==> src/hdl/tcp_tx_defs.svh <==
`ifndef TCP_TX_DEFS_SVH
`define TCP_TX_DEFS_SVH

// advertised receive window, fixed for now
`define TCP_DEFAULT_WND 16'd1000

// header is always 20 bytes, no options
`define TCP_HDR_BYTES 20

// data offset in 32-bit words
`define TCP_DEFAULT_OFFSET 4'd5

// flag bits
`define TCP_FLAG_ACK 8'h10
`define TCP_FLAG_PSH 8'h08

// quiet cycles before a keep-alive goes out
`define TCP_KA_TICKS 64

`endif

==> src/hdl/tcp_tx_pkg.sv <==
package tcp_tx_pkg;

  typedef logic [31:0] tcp_num_t;   // seq / ack numbers
  typedef logic [15:0] tcp_port_t;
  typedef logic [7:0]  tcp_flags_t;
  typedef logic [15:0] tcp_wnd_t;
  typedef logic [7:0]  byte_t;
  typedef logic [4:0]  hdr_idx_t;   // 0..19

  // segment kinds the arbiter can send
  typedef enum logic [2:0] {
    tx_none,
    tx_pld,
    tx_ka,
    tx_ack,
    tx_eng
  } tx_kind_t;

  typedef enum logic [1:0] {
    idle_s,
    active_s,
    sent_s
  } arb_state_t;

  // four-phase byte output
  typedef enum logic [1:0] {
    ser_idle,
    ser_req,
    ser_wait_low,
    ser_done
  } ser_state_t;

endpackage : tcp_tx_pkg

==> src/hdl/tcp_meta_if.sv <==
`timescale 1ns/100ps

interface tcp_meta_if import tcp_tx_pkg::*; ();

  logic       rdy;
  logic       acc;   // fields taken
  logic       done;  // last byte out
  tcp_num_t   seq;
  tcp_num_t   ack_num;
  tcp_flags_t flags;
  tcp_port_t  src_port;
  tcp_port_t  dst_port;

  modport arb (
    output rdy, seq, ack_num, flags, src_port, dst_port,
    input  acc, done
  );

  modport ser (
    input  rdy, seq, ack_num, flags, src_port, dst_port,
    output acc, done
  );

endinterface : tcp_meta_if

==> src/hdl/tcp_ka_timer.sv <==
`timescale 1ns/100ps

`include "tcp_tx_defs.svh"

module tcp_ka_timer #(
  parameter int KA_TICKS = `TCP_KA_TICKS
) (
  input  logic clk,
  input  logic rst,
  input  logic connected,
  input  logic busy,      // segment in flight
  input  logic seg_sent,
  output logic ka_req
);

  localparam int CW = $clog2(KA_TICKS + 1);
  localparam logic [CW-1:0] KA_LIMIT = CW'(KA_TICKS);

  logic [CW-1:0] cnt;

  always_ff @(posedge clk) begin
    if (rst) begin
      cnt    <= '0;
      ka_req <= 1'b0;
    end else if (!connected || seg_sent) begin
      // any traffic restarts the quiet interval
      cnt    <= '0;
      ka_req <= 1'b0;
    end else if (!busy) begin
      if (cnt == KA_LIMIT) ka_req <= 1'b1; // held until sent
      else cnt <= cnt + 1'b1;
    end
  end

endmodule : tcp_ka_timer

==> src/hdl/tcp_tx_arb.sv <==
`timescale 1ns/100ps

`include "tcp_tx_defs.svh"

module tcp_tx_arb import tcp_tx_pkg::*; (
  input  logic       clk,
  input  logic       rst,
  input  logic       connected,
  input  tcp_port_t  loc_port,
  input  tcp_port_t  rem_port,
  input  tcp_num_t   loc_ack,
  input  tcp_num_t   last_seq,
  input  tcp_num_t   pld_seq,
  input  logic       send_pld,
  input  logic       send_ack,
  input  logic       ka_req,
  input  logic       eng_req,
  input  tcp_flags_t eng_flags,
  input  tcp_num_t   eng_seq,
  output logic       pld_sent,
  output logic       ack_sent,
  output logic       ka_sent,
  output logic       eng_done,
  output logic       busy,
  tcp_meta_if.arb    meta
);

  arb_state_t state;
  tx_kind_t   kind;      // recorded for the sent pulse
  tx_kind_t   pick;
  tcp_num_t   pick_seq;
  tcp_flags_t pick_flags;

  // priority: pld, then ka, then forced ack; eng only while not connected
  always_comb begin
    pick       = tx_none;
    pick_seq   = last_seq;
    pick_flags = `TCP_FLAG_ACK;
    if (connected) begin
      if (send_pld) begin
        pick       = tx_pld;
        pick_seq   = pld_seq;
        pick_flags = `TCP_FLAG_PSH | `TCP_FLAG_ACK;
      end else if (ka_req) begin
        pick     = tx_ka;
        pick_seq = last_seq - 32'd1; // one below, forces a reply
      end else if (send_ack) begin
        pick = tx_ack;
      end
    end else if (eng_req) begin
      pick       = tx_eng;
      pick_seq   = eng_seq;
      pick_flags = eng_flags;
    end
  end

  assign busy = (state != idle_s);

  // header fields, loaded together with rdy
  always_ff @(posedge clk) begin
    if (state == idle_s && pick != tx_none) begin
      meta.seq      <= pick_seq;
      meta.flags    <= pick_flags;
      meta.ack_num  <= loc_ack;
      meta.src_port <= loc_port;
      meta.dst_port <= rem_port;
    end
  end

  always_ff @(posedge clk) begin
    if (rst) begin
      state    <= idle_s;
      kind     <= tx_none;
      meta.rdy <= 1'b0;
      pld_sent <= 1'b0;
      ack_sent <= 1'b0;
      ka_sent  <= 1'b0;
      eng_done <= 1'b0;
    end else begin
      case (state)
        idle_s: begin
          if (pick != tx_none) begin
            kind     <= pick;
            meta.rdy <= 1'b1;
            state    <= active_s;
          end
        end
        active_s: begin
          if (meta.acc) meta.rdy <= 1'b0;
          if (meta.done) begin
            case (kind)
              tx_pld:  pld_sent <= 1'b1;
              tx_ack:  ack_sent <= 1'b1;
              tx_ka:   ka_sent  <= 1'b1;
              tx_eng:  eng_done <= 1'b1;
              default: ;
            endcase
            kind  <= tx_none;
            state <= sent_s;
          end
        end
        sent_s: begin
          // pulses last one cycle, requester drops its level meanwhile
          pld_sent <= 1'b0;
          ack_sent <= 1'b0;
          ka_sent  <= 1'b0;
          eng_done <= 1'b0;
          state    <= idle_s;
        end
        default: state <= idle_s;
      endcase
    end
  end

endmodule : tcp_tx_arb

==> src/hdl/tcp_hdr_ser.sv <==
`timescale 1ns/100ps

`include "tcp_tx_defs.svh"

module tcp_hdr_ser import tcp_tx_pkg::*; (
  input  logic    clk,
  input  logic    rst,
  tcp_meta_if.ser meta,
  output logic    out_req,
  output byte_t   out_dat,
  output logic    out_last,
  input  logic    out_ack
);

  localparam hdr_idx_t LAST_IDX    = hdr_idx_t'(`TCP_HDR_BYTES - 1);
  localparam tcp_wnd_t WND         = `TCP_DEFAULT_WND;
  localparam byte_t    OFFSET_BYTE = {`TCP_DEFAULT_OFFSET, 4'h0};

  ser_state_t state;
  hdr_idx_t   idx;
  tcp_port_t  src_port;
  tcp_port_t  dst_port;
  tcp_num_t   seq;
  tcp_num_t   ack_num;
  tcp_flags_t flags;

  // copy of the fields, arbiter is free after acc
  always_ff @(posedge clk) begin
    if (state == ser_idle && meta.rdy) begin
      src_port <= meta.src_port;
      dst_port <= meta.dst_port;
      seq      <= meta.seq;
      ack_num  <= meta.ack_num;
      flags    <= meta.flags;
    end
  end

  always_ff @(posedge clk) begin
    if (rst) begin
      state     <= ser_idle;
      idx       <= '0;
      out_req   <= 1'b0;
      meta.acc  <= 1'b0;
      meta.done <= 1'b0;
    end else begin
      meta.acc  <= 1'b0;
      meta.done <= 1'b0;
      case (state)
        ser_idle: begin
          if (meta.rdy) begin
            meta.acc <= 1'b1;
            idx      <= '0;
            out_req  <= 1'b1; // byte 0 goes up with acc
            state    <= ser_req;
          end
        end
        ser_req: begin
          if (out_ack) begin
            out_req <= 1'b0;
            state   <= ser_wait_low;
          end
        end
        ser_wait_low: begin
          if (!out_ack) begin
            if (idx == LAST_IDX) begin
              meta.done <= 1'b1;
              state     <= ser_done;
            end else begin
              idx     <= idx + 1'b1;
              out_req <= 1'b1;
              state   <= ser_req;
            end
          end
        end
        ser_done: state <= ser_idle;
        default:  state <= ser_idle;
      endcase
    end
  end

  // big-endian header walk
  always_comb begin
    case (idx)
      5'd0:    out_dat = src_port[15:8];
      5'd1:    out_dat = src_port[7:0];
      5'd2:    out_dat = dst_port[15:8];
      5'd3:    out_dat = dst_port[7:0];
      5'd4:    out_dat = seq[31:24];
      5'd5:    out_dat = seq[23:16];
      5'd6:    out_dat = seq[15:8];
      5'd7:    out_dat = seq[7:0];
      5'd8:    out_dat = ack_num[31:24];
      5'd9:    out_dat = ack_num[23:16];
      5'd10:   out_dat = ack_num[15:8];
      5'd11:   out_dat = ack_num[7:0];
      5'd12:   out_dat = OFFSET_BYTE;
      5'd13:   out_dat = flags;
      5'd14:   out_dat = WND[15:8];
      5'd15:   out_dat = WND[7:0];
      default: out_dat = 8'h00; // checksum and urgent pointer
    endcase
  end

  assign out_last = (idx == LAST_IDX);

endmodule : tcp_hdr_ser

==> src/hdl/tcp_tx_top.sv <==
`timescale 1ns/100ps

module tcp_tx_top import tcp_tx_pkg::*; (
  input  logic       clk,
  input  logic       rst,
  input  logic       connected,
  input  tcp_port_t  loc_port,
  input  tcp_port_t  rem_port,
  input  tcp_num_t   loc_ack,
  input  tcp_num_t   last_seq,
  input  tcp_num_t   pld_seq,
  input  logic       send_pld,
  output logic       pld_sent,
  input  logic       send_ack,
  output logic       ack_sent,
  output logic       ka_sent,
  input  logic       eng_req,
  input  tcp_flags_t eng_flags,
  input  tcp_num_t   eng_seq,
  output logic       eng_done,
  output logic       out_req,
  input  logic       out_ack,
  output byte_t      out_dat,
  output logic       out_last
);

  logic ka_req;
  logic busy;
  logic seg_sent;

  tcp_meta_if meta ();

  // any segment on the wire counts as traffic
  assign seg_sent = pld_sent | ack_sent | ka_sent | eng_done;

  tcp_ka_timer ka_timer_inst (
    .clk       (clk),
    .rst       (rst),
    .connected (connected),
    .busy      (busy),
    .seg_sent  (seg_sent),
    .ka_req    (ka_req)
  );

  tcp_tx_arb arb_inst (
    .clk       (clk),
    .rst       (rst),
    .connected (connected),
    .loc_port  (loc_port),
    .rem_port  (rem_port),
    .loc_ack   (loc_ack),
    .last_seq  (last_seq),
    .pld_seq   (pld_seq),
    .send_pld  (send_pld),
    .send_ack  (send_ack),
    .ka_req    (ka_req),
    .eng_req   (eng_req),
    .eng_flags (eng_flags),
    .eng_seq   (eng_seq),
    .pld_sent  (pld_sent),
    .ack_sent  (ack_sent),
    .ka_sent   (ka_sent),
    .eng_done  (eng_done),
    .busy      (busy),
    .meta      (meta.arb)
  );

  tcp_hdr_ser ser_inst (
    .clk      (clk),
    .rst      (rst),
    .meta     (meta.ser),
    .out_req  (out_req),
    .out_dat  (out_dat),
    .out_last (out_last),
    .out_ack  (out_ack)
  );

endmodule : tcp_tx_top

==> config.mk <==
export PLATFORM = sky130hd
export DESIGN_NAME = tcp_tx_top
export DESIGN_NICKNAME = d
export VERILOG_FILES = /design/src/hdl/tcp_tx_pkg.sv /design/src/hdl/tcp_meta_if.sv /design/src/hdl/tcp_ka_timer.sv /design/src/hdl/tcp_tx_arb.sv /design/src/hdl/tcp_hdr_ser.sv /design/src/hdl/tcp_tx_top.sv
export VERILOG_INCLUDE_DIRS = /design/src /design/src/hdl
export SDC_FILE = /design/constraint.sdc
export NUM_CORES = 1
export LEC_CHECK = 0
export BUFFER_PORTS_ARGS = -buffer_cell sky130_fd_sc_hd__buf_2
export CAP_MARGIN = 15
export CORE_MARGIN = 2
export CORE_UTILIZATION = 30
export CTS_CLUSTER_DIAMETER = 40
export CTS_CLUSTER_SIZE = 24
export DETAILED_ROUTE_END_ITERATION = 10
export GPL_TIMING_DRIVEN = 0
export PLACE_DENSITY = 0.6
export SLEW_MARGIN = 10
export SYNTH_ARGS = -nofsm -noshare
export SYNTH_HDL_FRONTEND = slang
export SYNTH_SLANG_ARGS = --single-unit
==> constraint.sdc <==
create_clock -name clk -period 10.5 [get_ports clk]
set_input_delay 1.575 -clock clk [delete_from_list [all_inputs] [get_ports clk]]
set_output_delay 1.575 -clock clk [all_outputs]
set_load 0.01 [all_outputs]
# Word-level counts from Yosys, hierarchy flattened
# Cells that the tools add are included.
[totals]
register_bits = 236
output_inout_bits = 14
inputBits = 175
[classes]
bitwise_logic = 7
add_sub_neg = 3
mux = 50
eq_ne = 37
n_reduce_logical = 28
[op_table]
columns = ["cell", "n"]
rows = [
  ["32-bit 2-to-1 mux", 4],
  ["8-bit one-hot mux with 16 select lines", 1],
  ["5-bit by 4-bit equality test with 1-bit output (second input constant)", 8],
  ["32-bit by 1-bit subtractor with 32-bit output (second input constant)", 1],
  ["3-bit AND reduction", 7],
  ["5-bit by 3-bit equality test with 1-bit output (second input constant)", 4],
  ["3-bit 2-to-1 mux", 6],
  ["1-bit 2-to-1 mux", 16],
  ["8-bit 2-to-1 mux", 2],
  ["2-bit != test (second input constant)", 8],
  ["5-bit 2-to-1 mux", 3],
  ["2-bit 2-to-1 mux", 7],
  ["5-bit by 2-bit equality test with 1-bit output (second input constant)", 2],
  ["1-bit one-hot mux with 2 select lines", 5],
  ["5-bit one-hot mux with 2 select lines", 1],
  ["2-bit one-hot mux with 4 select lines", 1],
  ["2-bit nonzero test", 4],
  ["7-bit by 1-bit adder with 7-bit output (second input constant)", 1],
  ["7-bit equality test (second input constant)", 1],
  ["2-bit equality test (second input constant)", 3],
  ["3-bit by 2-bit equality test with 1-bit output (second input constant)", 2],
  ["2-bit by 1-bit != test with 1-bit output (second input constant)", 3],
  ["3-bit one-hot mux with 2 select lines", 1],
  ["2-bit AND reduction", 3],
  ["other kinds (21)", 31],
]

# Depth between registers and ports, before layout
# Gate-level depths: netlist (run 1).
[logic_depth]
word_depth = 7
mapped_depth = 9
depth_no_buf = 7

# Modules after synthesis
# From an unflattened synthesis (run 1), not the netlist that was laid out.
[hier_totals]
cells_unflattened = 741
area_unflattened_um2 = 10301.1
[by_module_without_submodules]
columns = ["mod", "seq_area_each_um2", "n_inst", "cells_each", "area_per_inst_um2"]
rows = [
  ["tcp_tx_arb", 3323.2, 1, 397, 5227.5],
  ["tcp_hdr_ser", 3323.2, 1, 300, 4670.7],
  ["tcp_ka_timer", 160.2, 1, 43, 395.4],
  ["tcp_tx_top", 0.0, 1, 1, 7.5],
]

# Worst setup path before layout (run 1)
# Ideal clock, no wire load.
[synth_timing]
path_type = "in2reg"
startpoint = "in connected"
endpoint = "reg arb_inst.meta.ack_num[0] (enable)"
t_required_ps = 9806
cell_stages = 5
arrival_ps = 9199
slack_ps = 607
cell_sequence = "clkbuf_1 nor2b_1 clkbuf_1 a21o_1 nor3_1"
[synth_via]
elab_chain_cells = 3
[synth_lines]
columns = ["element", "line", "text"]
rows = [
  ["start: declaration", "tcp_tx_top.sv:6", "input logic connected,"],
  ["3-bit 2-to-1 mux", "tcp_tx_arb.sv:39", "if (connected) begin"],
  ["3-bit nonzero test", "tcp_tx_arb.sv:61", "if (state == idle_s && pick != tx_none) begin"],
  ["1-bit logical AND", "tcp_tx_arb.sv:61", ""],
  ["end signal: assignment", "tcp_tx_arb.sv:64", "meta.ack_num <= loc_ack;"],
  ["end: declaration", "tcp_meta_if.sv:15", "output rdy, seq, ack_num, flags, src_port, dst_port,"],
]
# No other way between the ends.
# A chain may end at the register's enable or synchronous reset.

# Final worst setup path (run 1)
[layout_timing]
startpoint = "reg ser_inst.idx[3]"
endpoint = "out out_dat[6]"
[layout_via]
elab_chain_cells = 2
elab_cells_between_ends = 17
[layout_lines]
columns = ["element", "line", "text"]
rows = [
  ["start: declaration", "tcp_hdr_ser.sv:20", "hdr_idx_t idx;"],
  ["start signal: assignment", "tcp_hdr_ser.sv:69", "idx <= idx + 1'b1;"],
  ["5-bit by 4-bit equality test with 1-bit output, or another cell as far along", "tcp_hdr_ser.sv:83", "case (idx)"],
  ["8-bit one-hot mux with 16 select lines *", "tcp_hdr_ser.sv:83", ""],
  ["end: declaration", "tcp_tx_top.sv:23", "output byte_t out_dat,"],
]
# Every way passes the cells marked *; elsewhere a longest branch is shown, timed or not.

==> flow_metrics.tcl, run 1 <==
set metrics [dict create \
    outcome "finished, final reports clean" \
    r2r.worst_path.cells 7 \
    peakVddDrop_mv 0.1231 \
    grt_first_pass_wirelength_mm 43.49 \
    hold_end "ser_inst.seq[6]$_DFFE_PP_" \
    wl_met3_mm 2.609 \
    cts.clk_slew.worst_paths_ps 60 \
    cts_tree "built" \
    synth.avg_cell_area_um2 13.20 \
    die-area_um2 35230 \
    start_util_pct 30.34 \
    rsz0062_at_grt "false" \
    synth-edff-count 208 \
    p_leak_uw 0.004633 \
    drive_gt1_share_pct 27.42 \
    htree_levels 1 \
    arrival_ps 3490 \
    cts_buffer_depth 3 \
    clockRootBuffer "clkbuf_16" \
    setup_viol_count_final 0 \
    ys_warn_count 0 \
    hold_buffers 0 \
    critPathKind "flop to primary output" \
    wl_met1_mm 12.71 \
    gp_congestion 0.8797 \
    p_per_area_nw_per_um2 190.4 \
    diodes 0 \
    synth_fp_nets 950 \
    die_w_um 187.7 \
    core_um2 33360 \
    min_from "arb_inst.meta.seq[6]$_DFFE_PP_" \
    syn_area_um2 10120 \
    cp.required_ps 8930 \
    ys_ff_latch 236 \
    power_uw 2442 \
    drt_iter0_markers 607 \
    timing.slew.headroom_pct 21.59 \
    tns_ps 0 \
    rows 67 \
    firstDrtPassIters 7 \
    reg2reg_to "ser_inst.idx[4]$_SDFFE_PP0P_" \
    startpoint_type "flop" \
    first_global_vias 7248 \
    wire_per_inst_um 19.75 \
    tightest_slew_ps 1174 \
    numCtsBuffers 31 \
    worstPathMaxFanout 10 \
    postSynthCellCount 767 \
    cts_setup_buffers 0 \
    chipHeight_um 187.7 \
    rrSetupSlack_ps 7940 \
    grt_max_degree 81 \
    holdCritPathClass "flop to flop" \
    drc_errors 0 \
    worstReg2RegStart "ser_inst.idx[3]$_SDFFE_PP0P_" \
    max_freq_ghz 0.1973 \
    nets 1179 \
    async_flop_share_pct 0 \
    ant_nets 0 \
    fin_crit_sh_pct 48.26 \
    ys.flop_type "edfxtp_1" \
    dpl.hpwl_mm 21.74 \
    routed_via_density 5.014 \
    num_vias 7365 \
    fin_crit_ps 5068 \
    maxCapViolations 0 \
    area_delta_synth_final_pct 26.70 \
    ctsResizeCount 0 \
    worst_setup_path_end_kind "primary output" \
    grt_use_total_pct 16.22 \
    portBuffers 184 \
    skew_ps 17.23 \
    maxSlewViolCount 0 \
    synth.distinct_cells 63 \
    clock_latency_ps 550 \
    ys_seq_area_share_pct 67.24 \
    antenna_found_initial 2 \
    met2_length_mm 13.14 \
    top_layer_used "met5" \
    gr-total-overflow 0 \
    cts_sinks 236 \
    wirelength_mm 29.01 \
    worst_hold_path.num_cells 0 \
    num_io_pins 189 \
    finalHoldViolations 0 \
]
## how the worst max path moves through the flow
stage | from | endpoint | depth (start not counted)
after CTS | ser_inst.idx[3]$_SDFFE_PP0P_ | out_dat[6] | 10
after detailed placement | ser_inst.idx[3]$_SDFFE_PP0P_ | out_dat[6] | 10
after floorplan | connected | arb_inst.meta.ack_num[0]$_DFFE_PP_ | 5
after global routing | ser_inst.idx[3]$_SDFFE_PP0P_ | out_dat[6] | 10
after global placement | connected | arb_inst.meta.ack_num[29]$_DFFE_PP_ | 5
final | ser_inst.idx[3]$_SDFFE_PP0P_ | out_dat[6] | 10
## flip-flops by register name, indices dropped and copies added (netlist names), 2 cells and up
name                    cells
ser_inst.state              2
ser_inst.src_port          16
ser_inst.flags              8
arb_inst.meta.ack_num      32
arb_inst.meta.seq          32
arb_inst.meta.dst_port     16
ser_inst.seq               32
ser_inst.ack_num           32
ser_inst.idx                5
arb_inst.meta.flags         8
ka_timer_inst.cnt           7
arb_inst.meta.src_port     16
arb_inst.kind               3
arb_inst.state              2
ser_inst.dst_port          16
## metrics by stage
stage	cells	setup slack, ps	hold WS, ps	instance area, um^2	util, %
3_5_place_dp	1411	6063	404.5	11730	35.16
6_report	1469	5432	408.6	12820	38.44
5_1_grt	1469	5166	412.8	12820	38.44
3_3_place_gp	1399	-3303	403.1	11600	34.78
4_1_cts	1469	5461	409.5	12820	38.44
2_1_floorplan	767	607.0	400.3	10120	-
## cell families (layout without fill, tap and decap cells)
| family | after synthesis | in the layout | share of synthesized area (%) |
|---|---|---|---|
| DFF | 236 | 236 | 67.24 |
| xor gates and xnor gates | 25 | 25 | 2.163 |
| and+or+nand+nor | 220 | 220 | 11.09 |
| muxes | 50 | 50 | 5.278 |
| AOI/OAI and AO/OA | 171 | 171 | 11.08 |
| buffers and inverters | 57 | 311 | 2.163 |
| adders and majority gates | 8 | 8 | 0.9889 |
## metal layers
metal	track usage [%]	vias up
met3	3.762	40
met2	25.75	377
met5	0	-
li1	-	3419
met4	4.179	2
met1	22.39	3527
## cell usage in the layout (no fill, tap or decap), drive strengths merged, types with 9 or more instances in the layout
master  synthesis  layout
a21oi          39      39
a22o           12      12
buf            11     207
clkbuf         30      63
clkinv          0      10
dfxtp          28      28
edfxtp        208     208
inv            16      22
mux2           17      17
mux2i          32      32
nand2          55      55
nand3          20      20
nand4           9       9
nor2           50      50
nor2b           9       9
nor3           26      26
o21ai          40      40
o22ai          17      17
xnor2          13      13
xor2           12      12
## Yosys cell counts (all sizes together) (9+ instances only)
cell / instances / area, um^2
nand2: 55 / 206.5
o21ai: 40 / 200.2
xnor2: 13 / 113.9
edfxtp: 208 / 6246
clkbuf: 30 / 112.6
inv: 16 / 60.06
nor2b: 9 / 56.30
xor2: 12 / 105.1
nand4: 9 / 56.30
dfxtp: 28 / 560.5
nor3: 26 / 135.1
nand3: 20 / 100.1
mux2i: 32 / 320.3
a21oi: 39 / 195.2
o22ai: 17 / 106.4
buf: 11 / 46.30
mux2: 17 / 191.4
nor2: 50 / 187.7
a22o: 12 / 105.1
## cell type report
| type | instances | area [um^2] |
|---|---|---|
| plain buffers | 41 | 158.9 |
| flip-flops and latches | 236 | 6807 |
| inverters | 16 | 65.06 |
| well taps | 448 | 560.5 |
| fillers | 3297 | 20540 |
| clock buffers | 33 | 783.3 |
| repair buffers | 196 | 1040 |
| multi-input cells | 474 | 3102 |
| clock inverters | 25 | 309.0 |
## power by group
part           switching [uW]  internal, uW  leakage (uW)
clock                     411           674      0.000520
sequential               28.3          1130       0.00222
combinational             126          73.1       0.00190
## worst max-delay path, cell delays in order (launching register included)
cell,delay (ps)
dfxtp_1,290
clkbuf_1,190
buf_1,350
clkbuf_1,360
and3_1,260
ha_1,250
a21oi_1,120
o21ai_0,160
a2111oi_0,390
o21ai_0,320
buf_2,230
Power figures use the tool's default switching activity.
==> run 2, diff against run 1 <==
Clock period 10.5 ns to 4.55 ns, I/O delays scaled along.
==> flow_metrics.tcl, run 2 (synthesis gave the netlist of run 1 again) <==
set metrics [dict create \
    grt_use_total_pct 16.33 \
    rsz0062_at_grt "false" \
    place_ws_ps 986.0 \
    wire_per_inst_um 19.87 \
    htree_levels 2 \
    crit_path_top_delay_cell "a2111oi_0" \
    placed_cell_area_um2 11770 \
    tns_ps 0 \
    arrival_ps 3500 \
    grt_first_pass_wirelength_mm 43.76 \
    wirelength_mm 29.21 \
    dpl.hpwl_mm 21.53 \
    worst_setup_path_end_kind "primary output" \
    fin_crit_ps 4184 \
    drc_errors 0 \
    clockRootBuffer "clkbuf_16" \
    path_cells "clkbuf_1, buf_1, clkbuf_1, and3_1, ha_1, a21oi_1, o21ai_0, a2111oi_0, o21ai_0, buf_2" \
    cts_tree "built" \
    worstPathMaxFanout 10 \
    routed_via_density 4.967 \
    num_io_pins 189 \
    startpoint_type "flop" \
    peakVddDrop_mv 0.2213 \
    clock_latency_ps 510 \
    antenna_found_initial 1 \
    ctsResizeCount 0 \
    layout_setup_ws_ps 365.5 \
    grt_max_degree 65 \
    cts_sinks 236 \
    hold_buffers 0 \
    maxSlewViolCount 0 \
    finalHoldViolations 0 \
    max_stage_delay_ps 460 \
    rows 67 \
    fillers 3275 \
    ant_nets 0 \
    firstDrtPassIters 5 \
    setup_viol_count_final 0 \
    critPathKind "flop to primary output" \
    whs_ps 349.9 \
    first_global_vias 7328 \
    cts_setup_buffers 0 \
    die_w_um 187.7 \
    area_delta_synth_final_pct 27.29 \
    chipHeight_um 187.7 \
    gp_congestion 0.8699 \
    portBuffers 184 \
    outcome "finished, final reports clean" \
    numCtsBuffers 34 \
    die-area_um2 35230 \
    design_area_um2 12880 \
    cp_num_buf_inv 4 \
    holdCritPathClass "input port to flop" \
    fin_cells 1470 \
    start_util_pct 30.34 \
    mostFrequentLayoutCells "208 x edfxtp_1, 188 x buf_2, 55 x nand2_1, 50 x nor2_1" \
    p_leak_uw 0.004661 \
    r2r.worst_path.cells 7 \
    timing.slew.headroom_pct 24.46 \
    core_um2 33360 \
    worst_hold_path.num_cells 1 \
    max_freq_ghz 0.2390 \
    p_per_area_nw_per_um2 438.7 \
    num_vias 7301 \
    nets 1178 \
    cp_top_family "buffers and inverters" \
    drive_gt1_share_pct 27.33 \
    tightest_slew_ps 1131 \
    gr-total-overflow 0 \
    fin_crit_sh_pct 91.97 \
    cts.clk_slew.worst_paths_ps 60 \
    cp.required_ps 3870 \
    path_depth 10 \
    dp_cells 1407 \
    drt_iter0_markers 544 \
    cts_buffer_depth 3 \
    skew_ps 20.44 \
    final_common_cell "edfxtp_1" \
    maxCapViolations 0 \
]
run 2: changes by cell type in the layout (fill, tap and decap cells not counted), moves of 2 or more:
cell,delta
buf_4,-8
clkinv_1,-2
inv_8,+2
clkbuf_1,+4
clkinvlp_4,-2
clkbuf_16,+6
bufinv_16,-4
clkinv_2,+3
buf_8,+4
run 2: through the flow:
| stage | utilization [%] | total power, uW |
|---|---|---|
| floorplan | - | 2921 |
| global placement | 34.81 | 3165 |
| detailed placement | 35.27 | 3182 |
| CTS | 38.61 | 5715 |
| global route | 38.61 | 5863 |
| finish | 38.62 | 5652 |
run 2: per-layer routing:
| layer | global-route usage (%) | vias to the layer above | part of all wire [%] |
|---|---|---|---|
| met1 | 22.72 | 3446 | 45 |
| met5 | 0 | - | 0 |
| met3 | 3.537 | 53 | 8.6 |
| li1 | - | 3430 | - |
| met4 | 5.027 | 0 | 2.2 |
| met2 | 25.53 | 372 | 45 |
run 2: final timing paths:
check	from	endpoint	slack, ps
setup / recovery	ser_inst.idx[3]$_SDFFE_PP0P_	out_dat[6]	370
hold / removal	loc_ack[30]	arb_inst.meta.ack_num[30]$_DFFE_PP_	350
setup reg to reg	ser_inst.idx[3]$_SDFFE_PP0P_	ser_inst.idx[4]$_SDFFE_PP0P_	1930
hold reg to reg	arb_inst.meta.dst_port[1]$_DFFE_PP_	ser_inst.dst_port[1]$_DFFE_PP_	410
run 2: worst reg2reg max path, delay by kind of cell (launching register included):
kind / cells / cell delay [ps]
buffers and inverters: 3 / 1400
AND/OR/NAND/NOR: 2 / 330
flip-flops: 1 / 310
multiplexers: 1 / 270
adder cells (fa/ha/maj): 1 / 250
run 2: area by class of cell:
class / instances / area [um^2] / area share [%]
clock inverter: 19 / 166.4 / 1.292
timing repair buffer: 192 / 1062 / 8.244
inverter: 16 / 65.06 / 0.5050
multi-input combinational: 474 / 3114 / 24.17
sequential: 236 / 6807 / 52.83
buffer: 41 / 158.9 / 1.233
antenna: 1 / 2.502 / 0.01942
clock buffer: 43 / 948.4 / 7.361
tap: 448 / 560.5 / 4.350
run 2: report_power, final:
| group | switching [uW] | internal, uW | total [uW] |
|---|---|---|---|
| Sequential | 67.6 | 2610 | 2670 |
| Combinational | 291 | 175 | 466 |
| Clock | 951 | 1560 | 2510 |
==> run 3, diff against run 2 <==
Settings changed: CORE_UTILIZATION 30 to 45, PLACE_DENSITY 0.6 to 0.79.
==> flow_metrics.tcl, run 3 (synthesis gave the netlist of run 1 again) <==
set metrics [dict create \
    outcome "finished, final reports clean" \
    cts_tree "built" \
    htree_levels 1 \
    drive_gt1_share_pct 26.84 \
    critPathKind "flop to primary output" \
    core_um2 21960 \
    power_uw 5352 \
    worstPathMaxFanout 10 \
    area_delta_synth_final_pct 23.21 \
    fin_crit_ps 4107 \
    worst_setup_path_end_kind "primary output" \
    grt_first_pass_wirelength_mm 41.31 \
    busiest_layer "met2" \
    numCtsBuffers 26 \
    firstDrtPassIters 6 \
    whs_ps 325.8 \
    final_common_cell "edfxtp_1" \
    rsz0062_at_grt "false" \
    design_area_um2 12470 \
    mostFrequentLayoutCells "208 x edfxtp_1, 189 x buf_2, 55 x nand2_1, 50 x nor2_1" \
    clock_latency_ps 530 \
    arrival_ps 3420 \
    p_leak_uw 0.004566 \
    cp.required_ps 3870 \
    die-area_um2 23710 \
    first_global_vias 7358 \
    maxCapViolations 0 \
    chipHeight_um 154.0 \
    drc_errors 0 \
    rrSetupSlack_ps 1970 \
    startpoint_type "flop" \
    tightest_slew_ps 1065 \
    reg2reg_to "ser_inst.idx[4]$_SDFFE_PP0P_" \
    skew_ps 15.83 \
    die_w_um 154.0 \
    fin_cells 1286 \
    placed_cell_area_um2 11530 \
    diodes 0 \
    num_vias 7349 \
    cts_setup_buffers 0 \
    gr-usage-met3_pct 4.651 \
    drt_iter0_markers 842 \
    grt_util_met2_pct 37.60 \
    clockRootBuffer "clkbuf_16" \
    start_util_pct 46.10 \
    worstReg2RegStart "ser_inst.idx[3]$_SDFFE_PP0P_" \
    antenna_found_initial 1 \
    dpl.hpwl_mm 20.02 \
    dp_cells 1238 \
    cts_sinks 236 \
    timing.slew.headroom_pct 28.84 \
    num_io_pins 189 \
    gp_congestion 0.9497 \
    wire_per_inst_um 20.96 \
    rows 54 \
    cp-endpoint "out_dat[6]" \
    holdCritPathClass "input port to flop" \
    nets 1169 \
    peakVddDrop_mv 0.2602 \
    r2r.worst_path.cells 7 \
    grt_max_degree 58 \
    cts.clk_slew.worst_paths_ps 60 \
    cts_buffer_depth 3 \
    use_met1_pct 30.08 \
    setup_viol_count_final 0 \
    maxSlewViolCount 0 \
    finalHoldViolations 0 \
    p_per_area_nw_per_um2 429.1 \
    hold_buffers 0 \
    ctsResizeCount 0 \
    routed_via_density 5.715 \
    crit_start "ser_inst.idx[3]$_SDFFE_PP0P_" \
    wirelength_mm 26.95 \
    portBuffers 184 \
    grt_use_total_pct 22.59 \
    ant_nets 0 \
    fin_util_pct 56.80 \
    gr-total-overflow 0 \
    fin_crit_sh_pct 90.27 \
    max_freq_ghz 0.2435 \
]
run 3: cell count changes in the layout (fill, tap and decap cells not counted), sizes merged:
cell	before	now
inv	22	24
clkinvlp	2	0
bufinv	1	3
diode	1	0
buf	203	202
clkbuf	73	59
clkinv	10	8
run 3: critical path, cell delays in order, from the launching register on:
cell       delay [ps]
dfxtp_1           290
clkbuf_1          200
buf_1             360
clkbuf_1          360
and3_1            260
ha_1              260
a21oi_1           150
o21ai_0           180
a2111oi_0         380
o21ai_0           250
buf_2             200
run 3: worst min-delay path by stage:
stage / start / to / slack, ps / cells past startpoint
after floorplan: arb_inst.meta.ack_num[0]$_DFFE_PP_ / ser_inst.ack_num[0]$_DFFE_PP_ / 400 / 0
after global placement: arb_inst.meta.flags[2]$_SDFFCE_PN0P_ / ser_inst.flags[2]$_DFFE_PP_ / 400 / 0
after detailed placement: arb_inst.meta.flags[7]$_SDFFCE_PN0P_ / ser_inst.flags[7]$_DFFE_PP_ / 400 / 0
after CTS: loc_port[7] / arb_inst.meta.src_port[7]$_DFFE_PP_ / 300 / 1
after global routing: rem_port[5] / arb_inst.meta.dst_port[5]$_DFFE_PP_ / 310 / 1
final: loc_port[7] / arb_inst.meta.src_port[7]$_DFFE_PP_ / 330 / 1
run 3: metrics by stage:
step	setup slack (ps)	setup TNS [ps]
after floorplan	347.4	0
after global placement	-766.8	-79030
after detailed placement	1031	0
after CTS	459.1	0
after global routing	164.2	0
final	442.9	0
run 3: final cells by class:
class	instances	area, um^2
buffer	41	158.9
clock buffer	29	693.2
fill	1782	9487
timing repair buffer	191	1041
inverter	16	62.56
multi-input combinational	474	3108
clock inverter	19	251.5
tap	280	350.3
sequential	236	6807
run 3: routing by layer:
metal | part of all wire (%) | vias to the layer above | routed length [um]
li1 | - | 3411 | -
met1 | 42 | 3464 | 11300
met2 | 47 | 406 | 12690
met3 | 8.1 | 66 | 2189
met4 | 2.8 | 2 | 756
met5 | 0.048 | - | 13
run 3: report_power, final:
| part | leakage (uW) | switching, uW | internal [uW] |
|---|---|---|---|
| logic | 0.00189 | 280 | 170 |
| clock network | 0.000463 | 914 | 1310 |
| registers | 0.00222 | 68.4 | 2600 |
